==> src/rtl/icache_defines.svh <==
`ifndef ICACHE_DEFINES_SVH
`define ICACHE_DEFINES_SVH

// fetch address and instruction word
`define ICACHE_ADDR_W 64
`define ICACHE_WORD_W 64

// two ways of 64 sets, 32-byte lines
`define ICACHE_SETS 64
`define ICACHE_WORDS 4

// word select inside a line, addr[4:3]
`define ICACHE_WOFF_LO 3

// set index, addr[10:5]
`define ICACHE_IDX_LO 5
`define ICACHE_IDX_HI 10

// tag, addr[63:11]
`define ICACHE_TAG_LO 11

`endif

==> src/rtl/icache_pkg.sv <==
`default_nettype none

`include "icache_defines.svh"

package icache_pkg;

  typedef logic [`ICACHE_ADDR_W-1:0] addr_t;

  // instruction word, also one DRAM beat
  typedef logic [`ICACHE_WORD_W-1:0] word_t;

  typedef logic [`ICACHE_ADDR_W-`ICACHE_TAG_LO-1:0] tag_t;

  typedef logic [`ICACHE_IDX_HI-`ICACHE_IDX_LO:0] index_t;

  // word 0 sits in the low bits
  typedef logic [`ICACHE_WORDS*`ICACHE_WORD_W-1:0] line_t;

  typedef logic way_t;

endpackage

`default_nettype wire

==> src/rtl/icache_refill.sv <==
`timescale 1ns/1ps
`default_nettype none

`include "icache_defines.svh"

module icache_refill (
  input  wire                   clk,
  input  wire                   rst_n,
  input  wire                   start,
  input  icache_pkg::word_t     dram_data,
  input  wire                   dram_val,
  output logic                  dram_req,
  output logic                  line_done,
  output icache_pkg::line_t     refill_line
);

  localparam int CNT_W = $clog2(`ICACHE_WORDS);

  logic [CNT_W-1:0] beat_cnt;
  logic             last_beat;

  assign last_beat = dram_val && (beat_cnt == CNT_W'(`ICACHE_WORDS - 1));

  always_ff @(posedge clk) begin
    if (!rst_n) begin
      dram_req  <= 1'b0;
      line_done <= 1'b0;
      beat_cnt  <= '0;
    end else begin
      line_done <= last_beat;
      if (last_beat) begin
        dram_req <= 1'b0;
        beat_cnt <= '0;
      end else begin
        if (start) begin
          dram_req <= 1'b1;
        end
        if (dram_val) begin
          beat_cnt <= beat_cnt + 1'b1;
        end
      end
    end
  end

  // new beat enters at the top, first beat ends up as word 0
  always_ff @(posedge clk) begin
    if (dram_val) begin
      refill_line <= {dram_data,
                      refill_line[`ICACHE_WORDS*`ICACHE_WORD_W-1:`ICACHE_WORD_W]};
    end
  end

  a_val_needs_req: assert property (
    @(posedge clk) disable iff (!rst_n)
    dram_val |-> dram_req
  ) else $error("dram_val without an open DRAM request");

endmodule

`default_nettype wire

==> config.mk <==
export PLATFORM = sky130hd
export DESIGN_NAME = icache_refill
export DESIGN_NICKNAME = d
export VERILOG_FILES = /design/src/rtl/icache_pkg.sv /design/src/rtl/icache_refill.sv
export VERILOG_INCLUDE_DIRS = /design/src /design/src/rtl
export SDC_FILE = /design/constraint.sdc
export NUM_CORES = 1
export LEC_CHECK = 0
export BUFFER_PORTS_ARGS = -buffer_cell sky130_fd_sc_hd__buf_2
export CAP_MARGIN = 5
export CORE_ASPECT_RATIO = 1.5
export CORE_MARGIN = 2
export CORE_UTILIZATION = 51
export CTS_CLUSTER_SIZE = 8
export DETAILED_ROUTE_END_ITERATION = 8
export PLACE_DENSITY_LB_ADDON = 0.15
export SYNTH_ARGS = -nofsm -noshare
export SYNTH_HDL_FRONTEND = slang
export SYNTH_SLANG_ARGS = --single-unit
==> constraint.sdc <==
create_clock -name clk -period 2.5 [get_ports clk]
set_input_delay 0.625 -clock clk [delete_from_list [all_inputs] [get_ports clk]]
set_output_delay 0.625 -clock clk [all_outputs]
set_load 0.01 [all_outputs]
# == Word level (Yosys, flattened, before mapping) ==
# Index checks and enable logic that the tools add are counted.
# totals
regBits,260
latch_bits,0
ramBits,0
mem_bits_ro,0
inputBits,68
output_inout_bits,258
elab_cells,9
mem_count,0
# classes
n_addsub,1
multipliers,0
div_mod_pow,0
order_cmp,0
n_eq_ne,1
n_shift,0
n_mux,0
n_bitwise,1
reduce_logical,2
# ops
cell,n
$add A2 B1 Y2 const B,1
$eq A2 B2 Y1 const B,1
$reduce_or A2 Y1,1
$logic_and A1 B1 Y1,1
$not A1 Y1,1

# == Depth between registers and ports, before layout ==
# Gate-level depths: netlist of run 1.
# logic_depth
word_depth,3
ltp_mapped,3

# == Least setup slack after synthesis of run 1 ==
# No wires, ideal clock.
# synth_timing
path_kind,register to output
from,reg refill_line[100]
to,out refill_line[100]
arrival_time_ns,0.403
required_ns,1.875
slack_ns,1.472
path_stages_with_launch,1
cell_sequence,edfxtp_1
# synth_lines
item,line,rtl
"start, declared",icache_refill.sv:14,output icache_pkg::line_t refill_line
"start signal, assigned",icache_refill.sv:48,"refill_line <= {dram_data,"
# No word-level cell between the ends.

# == Final worst setup path of run 1 ==
# layout_timing
from,reg refill_line[64]
to,out refill_line[64]
# No word-level cell between the ends.

==> flow_summary.json, run 1 <==
{
  "run_status": "finished, final reports clean",
  "synth_sequential_area_ratio": 0.990,
  "ios": 326,
  "setup_tns_ns": 0,
  "comb_power_share": 0.056,
  "grt.total_usage": 0.190,
  "wire_length_of_the_first_global_routing_pass_um": 23200,
  "detail_route.wirelength_um": 16200,
  "critical_path.slowest_cell": "sky130_fd_sc_hd__edfxtp_1",
  "wl_per_cell_um": 18.7,
  "synth_top_area_frac": 0.980,
  "syn_nets": 339,
  "p_sw_frac": 0.200,
  "critical_path.startpoint_type": "register",
  "worst_path_dominant_cell_family": "flip-flops",
  "clkSlewWorstSetupHoldPaths_ns": 0.05,
  "num_vias": 4114,
  "buffers_and_inverters_on_the_worst_path": 1,
  "timing.final.setup_violations": 0,
  "synth.avg_cell_area_um2": 29.1,
  "cp_max_fo": 2,
  "ys_async_rst_share": 0,
  "cp_data_required_time_ns": 1.88,
  "cells_along_the_critical_path": "buf_2",
  "cts_repair_resize_count": 0,
  "number_of_fill_cells_in_the_layout": 947,
  "grt.met1_usage": 0.205,
  "synth_cell_types": 12,
  "post_synth_most_frequent_cells": "sky130_fd_sc_hd__edfxtp_1 (256), sky130_fd_sc_hd__dfxtp_1 (4)",
  "synthTopCellsByArea": "sky130_fd_sc_hd__edfxtp_1 (98%), sky130_fd_sc_hd__dfxtp_1 (1.0%), sky130_fd_sc_hd__ha_1 (0.16%)",
  "ys_ff_latch": 260,
  "most_common_cell_in_the_netlist": "sky130_fd_sc_hd__edfxtp_1",
  "gp_routability_congestion": 0.778,
  "post_cts_setup_repair_buffer_count": 0,
  "layout_min_cycle_time_ns": 1.72,
  "post_drt_via_cell_ratio": 4.75,
  "power.clock.fraction": 0.442,
  "insertion_delay_ns": 0.48,
  "die_x_um": 105,
  "cts.sinks": 260,
  "clock_skew_ns": 0.00794,
  "maximum_number_of_pins_on_one_net_before_global_route_repair": 70,
  "synth_edf_count": 256,
  "finish.net_count": 715,
  "timing_worst_setup_path_type": "reg -> out",
  "cpPeakStageDelay_ns": 0.44,
  "share_seq_of_total_power": 0.502,
  "dp.final_hpwl_um": 11300,
  "top_usage_layer": "met2",
  "tightest_slew_ns": 0.525,
  "postRouteAntennaNets": 0,
  "max_freq_mhz": 582,
  "fp.dieH_um": 156,
  "setup_repair_after_global_routing_missed_its_margin": "false",
  "cts-buffers-inserted": 38,
  "globalRoute.totalOverflow": 0,
  "finalHoldViolCount": 0,
  "worst_hold_path_type": "in -> reg",
  "die_area_um2": 16400,
  "grt_antenna_before_repair": 5,
  "internal_power_w": 0.00841,
  "effective_utilization_at_floorplan": 0.520,
  "post_synth_inst_count": 270,
  "ctsHtreeMaxLevel": 2,
  "total_leakage_power_nw": 4.46,
  "p_sw_w": 0.00210,
  "drc": 0,
  "largest_buffer_count_on_any_clock_path": 3,
  "final_layout_size_suffix_gt1_frac": 0.574,
  "placement_rows": 55,
  "drt_first_iter_violations": 147,
  "finalCritPeriodShare": 0.687,
  "first_global_vias": 4152,
  "detail_route.first_pass.iterations": 4,
  "met3_usage": 0.0618,
  "grt_use_met2": 0.330,
  "slew_viol_final": 0,
  "port_buffers": 325,
  "max_cap_viol_count": 0,
  "highest_ir_drop_seen_on_vdd_mv": 0.934,
  "timing.slew.headroom": 0.650,
  "finalHoldWorstSlack_ns": 0.314,
  "worst-endpoint-arrival_ns": 1.09,
  "cts_hold_buf": 0,
  "ys_dominant_reg_cell": "sky130_fd_sc_hd__edfxtp_1",
  "yosys_warnings": 0,
  "power-per-cell-area_nw_per_um2": 960,
  "post_synth_instance_area_um2": 7840,
  "tritoncts": "yes",
  "area.growth.synth_to_final_pct": 39.7,
  "fp.coreArea_um2": 15100,
  "worstSetupEndpointType": "output pin",
  "synth_area_leader_cell": "sky130_fd_sc_hd__edfxtp_1",
  "cts_root_buffer": "sky130_fd_sc_hd__clkbuf_16"
}
## placed cells by master (no fill, tap or decap)
| cell | netlist | final |
|---|---|---|
| sky130_fd_sc_hd__buf_2 | 0 | 324 |
| sky130_fd_sc_hd__edfxtp_1 | 256 | 256 |
| sky130_fd_sc_hd__clkbuf_16 | 0 | 41 |
| sky130_fd_sc_hd__clkbuf_1 | 0 | 14 |
| sky130_fd_sc_hd__buf_4 | 0 | 9 |
| sky130_fd_sc_hd__diode_2 | 0 | 5 |
| sky130_fd_sc_hd__dfxtp_1 | 4 | 4 |
| sky130_fd_sc_hd__buf_12 | 0 | 2 |
| sky130_fd_sc_hd__nor2b_1 | 1 | 1 |
| sky130_fd_sc_hd__nor3b_2 | 1 | 1 |
| sky130_fd_sc_hd__o21a_1 | 1 | 1 |
| sky130_fd_sc_hd__o21ai_0 | 1 | 1 |
| sky130_fd_sc_hd__a21oi_1 | 1 | 1 |
| sky130_fd_sc_hd__and3_2 | 1 | 1 |
| sky130_fd_sc_hd__nand4b_1 | 1 | 1 |
| sky130_fd_sc_hd__nand3b_1 | 1 | 1 |
| sky130_fd_sc_hd__nand2_1 | 1 | 1 |
| sky130_fd_sc_hd__ha_1 | 1 | 1 |
| sky130_fd_sc_hd__bufinv_16 | 0 | 1 |
| sky130_fd_sc_hd__buf_8 | 0 | 1 |
## path summary, 6_finish.rpt
kind	start	end	slack [ns]	depth (start not counted)
worst max-delay path	refill_line[64]	refill_line[64]	0.78	1
worst min-delay path	dram_data[40]	refill_line[232]	0.31	1
worst max register to register	beat_cnt[0]	beat_cnt[0]	1.58	3
worst min register to register	refill_line[154]	refill_line[90]	0.44	0
## flip-flops by register name, indices dropped and copies added, names as in the netlist
name,count
refill_line,256
beat_cnt,2
dram_req,1
line_done,1
## logic make-up after synthesis
group                    synth area share
AND/OR/NAND/NOR                   0.00590
AO/OA/AOI/OAI                     0.00223
flip-flops                          0.990
adder cells (fa/ha/maj)           0.00159
## power by group through the flow
stage           logic [W]  registers (W)  clock network (W)
6_report         0.000586        0.00528            0.00465
5_1_grt          0.000624        0.00531            0.00491
4_1_cts          0.000594        0.00529            0.00475
3_5_place_dp     0.000591        0.00536                  0
3_3_place_gp     0.000585        0.00534                  0
2_1_floorplan  0.00000667        0.00548                  0
## stage by stage
stage               utilization  power (W)  instance area [µm²]  worst slack [ns]  std cells
floorplan                     -    0.00549                 7840              1.47        270
global placement          0.653    0.00593                 9840             0.796        805
detailed placement        0.653    0.00595                 9840             0.779        805
CTS                       0.726     0.0106                10900             0.770        861
global route              0.727     0.0108                11000             0.756        865
finish                    0.727     0.0105                11000             0.782        866
## layer usage
| metal | share of wire | up-vias |
|---|---|---|
| li1 | - | 1858 |
| met2 | 0.54 | 247 |
| met1 | 0.34 | 1966 |
| met5 | 0 | - |
| met3 | 0.092 | 43 |
| met4 | 0.035 | 0 |
## layout make-up
class / count / area, µm² / area share
antenna: 5 / 12.5 / 0.00114
timing repair buffer: 336 / 1740 / 0.159
multi-input combinational: 10 / 76.3 / 0.00697
sequential: 260 / 7770 / 0.709
clock inverter: 1 / 30.0 / 0.00274
clock buffer: 55 / 1080 / 0.0984
tap: 199 / 249 / 0.0227
Power figures use the tool's default switching activity.
==> run 2: changes to the inputs <==
- CORE_UTILIZATION: 51 -> 47
- clock period: 2.5 -> 1.7 ns (I/O delays scaled with it)
==> run 2 against run 1 <==
Against the previous run: clock skew up 0.0047 ns; clock-buffer cell count is 8 lower; total power up 46%; final area down 0.38%; largest cell class unchanged; highest routed layer unchanged.
==> flow_summary.json, run 2 (synthesis gave the netlist of run 1 again) <==
{
  "timing_worst_setup_path_type": "reg -> out",
  "ctsHtreeMaxLevel": 2,
  "internal_power_w": 0.0123,
  "number_of_fill_cells_in_the_layout": 1095,
  "die_x_um": 109,
  "sequential_cell_area_um2": 7770,
  "post_cts_setup_repair_buffer_count": 0,
  "area.growth.synth_to_final_pct": 39.2,
  "maximum_number_of_pins_on_one_net_before_global_route_repair": 65,
  "effective_utilization_at_floorplan": 0.482,
  "power.clock.fraction": 0.437,
  "most-common-layout-cells": "sky130_fd_sc_hd__buf_2 (324), sky130_fd_sc_hd__edfxtp_1 (256), sky130_fd_sc_hd__clkbuf_16 (41)",
  "timing.final.setup_violations": 0,
  "fp.dieH_um": 162,
  "first_global_vias": 4197,
  "p_sw_w": 0.00302,
  "comb_power_share": 0.056,
  "worst-endpoint-arrival_ns": 1.09,
  "timing.slew.headroom": 0.773,
  "placed_cells": 809,
  "gp_routability_congestion": 0.804,
  "dp.final_hpwl_um": 11200,
  "final_layout_size_suffix_gt1_frac": 0.579,
  "cts_root_buffer": "sky130_fd_sc_hd__clkbuf_16",
  "detail_route.first_pass.iterations": 4,
  "post_drt_via_cell_ratio": 4.71,
  "drt_first_iter_violations": 283,
  "cts_hold_buf": 0,
  "postRouteAntennaNets": 0,
  "port_buffers": 325,
  "max_freq_mhz": 662,
  "cp_data_required_time_ns": 1.27,
  "cts_repair_resize_count": 0,
  "num_vias": 4042,
  "share_seq_of_total_power": 0.506,
  "wl_per_cell_um": 18.3,
  "placement_rows": 57,
  "worst_hold_path_type": "in -> reg",
  "clkSlewWorstSetupHoldPaths_ns": 0.05,
  "fp.coreArea_um2": 16300,
  "cells_along_the_critical_path": "buf_2",
  "finish.net_count": 712,
  "cp_max_fo": 2,
  "power-per-cell-area_nw_per_um2": 1400,
  "layout_min_cycle_time_ns": 1.51,
  "totalPowerFinal_w": 0.0153,
  "finalHoldViolCount": 0,
  "tritoncts": "yes",
  "tightest_slew_ns": 0.340,
  "highest_ir_drop_seen_on_vdd_mv": 0.871,
  "ios": 326,
  "total_leakage_power_nw": 4.44,
  "top_regs": "refill_line x256, beat_cnt x2",
  "worstSetupEndpointType": "output pin",
  "worst_path_dominant_cell_family": "flip-flops",
  "buffers_and_inverters_on_the_worst_path": 1,
  "grt.total_usage": 0.171,
  "largest-register": "refill_line",
  "largest_buffer_count_on_any_clock_path": 3,
  "placement.setup.worst_slack_ns": 0.369,
  "wire_length_of_the_first_global_routing_pass_um": 22700,
  "slew_viol_final": 0,
  "globalRoute.totalOverflow": 0,
  "p_sw_frac": 0.197,
  "layout_commonest_cell": "sky130_fd_sc_hd__buf_2",
  "post-route-worst-setup-slack_ns": 0.190,
  "clock_skew_ns": 0.0127,
  "drc": 0,
  "critical_path.slowest_cell": "sky130_fd_sc_hd__edfxtp_1",
  "setup_repair_after_global_routing_missed_its_margin": "false",
  "regToRegSetupSlack_ns": 0.78,
  "insertion_delay_ns": 0.48,
  "finalCritPeriodShare": 0.888,
  "critical_path.startpoint_type": "register",
  "setup_tns_ns": 0,
  "cts.sinks": 260,
  "cts-buffers-inserted": 38,
  "final_core_utilization": 0.671,
  "max_cap_viol_count": 0,
  "finalNonFillerCells": 858,
  "die_area_um2": 17800,
  "run_status": "finished, final reports clean",
  "area_of_combinational_cells_with_multiple_inputs_um2": 76.3,
  "flip_flop_count_of_the_largest_register_after_layout": 256,
  "detail_route.wirelength_um": 15700,
  "cpPeakStageDelay_ns": 0.43,
  "grt_antenna_before_repair": 1
}
## run 2: cell count changes in the layout (fill, tap and decap cells not counted)
cell,delta
sky130_fd_sc_hd__buf_4,-4
sky130_fd_sc_hd__diode_2,-4
sky130_fd_sc_hd__clkbuf_1,-8
sky130_fd_sc_hd__buf_12,+1
## run 2: area by class of cell
class	instances	share of cell area
flip-flops and latches	260	0.712
repair buffers	333	0.159
clock buffers	47	0.0960
well taps	206	0.0236
multi-input cells	10	0.00699
clock inverters	1	0.00275
diodes	1	0.000229
## run 2: metrics by stage
| stage | instance area, µm² | hold WS, ns |
|---|---|---|
| 3_3_place_gp | 9840 | 0.425 |
| 5_1_grt | 10900 | 0.0955 |
| 4_1_cts | 10900 | 0.0990 |
| 6_report | 10900 | 0.116 |
| 2_1_floorplan | 7840 | 0.453 |
| 3_5_place_dp | 9840 | 0.426 |
## run 2: worst paths after layout
path	end	startpoint	depth (start not counted)
setup reg to reg	beat_cnt[0]	beat_cnt[0]	3
hold reg to reg	refill_line[7]	refill_line[71]	0
setup / recovery	refill_line[126]	refill_line[126]	1
hold / removal	refill_line[193]	dram_data[1]	1
## run 2: layer usage
layer / global-route usage / share of wire / vias up
met1: 0.184 / 0.34 / 1920
met4: 0.0990 / 0.045 / 0
met2: 0.288 / 0.52 / 238
met5: 0 / 0 / -
met3: 0.0598 / 0.099 / 46
li1: - / - / 1838
## run 2: power by group through the flow
stage / clock [W] / sequential, W / combinational (W)
final: 0.00669 / 0.00776 / 0.000863
after global routing: 0.00714 / 0.00780 / 0.000928
after CTS: 0.00683 / 0.00776 / 0.000876
after detailed placement: 0 / 0.00787 / 0.000875
after global placement: 0 / 0.00785 / 0.000869
after floorplan: 0 / 0.00806 / 0.00000981
## run 2: worst register-to-register path: stages, from the launching register on
cell	delay, ns
sky130_fd_sc_hd__dfxtp_1	0.35
sky130_fd_sc_hd__ha_1	0.24
sky130_fd_sc_hd__nor3b_2	0.06
sky130_fd_sc_hd__o21a_1	0.16
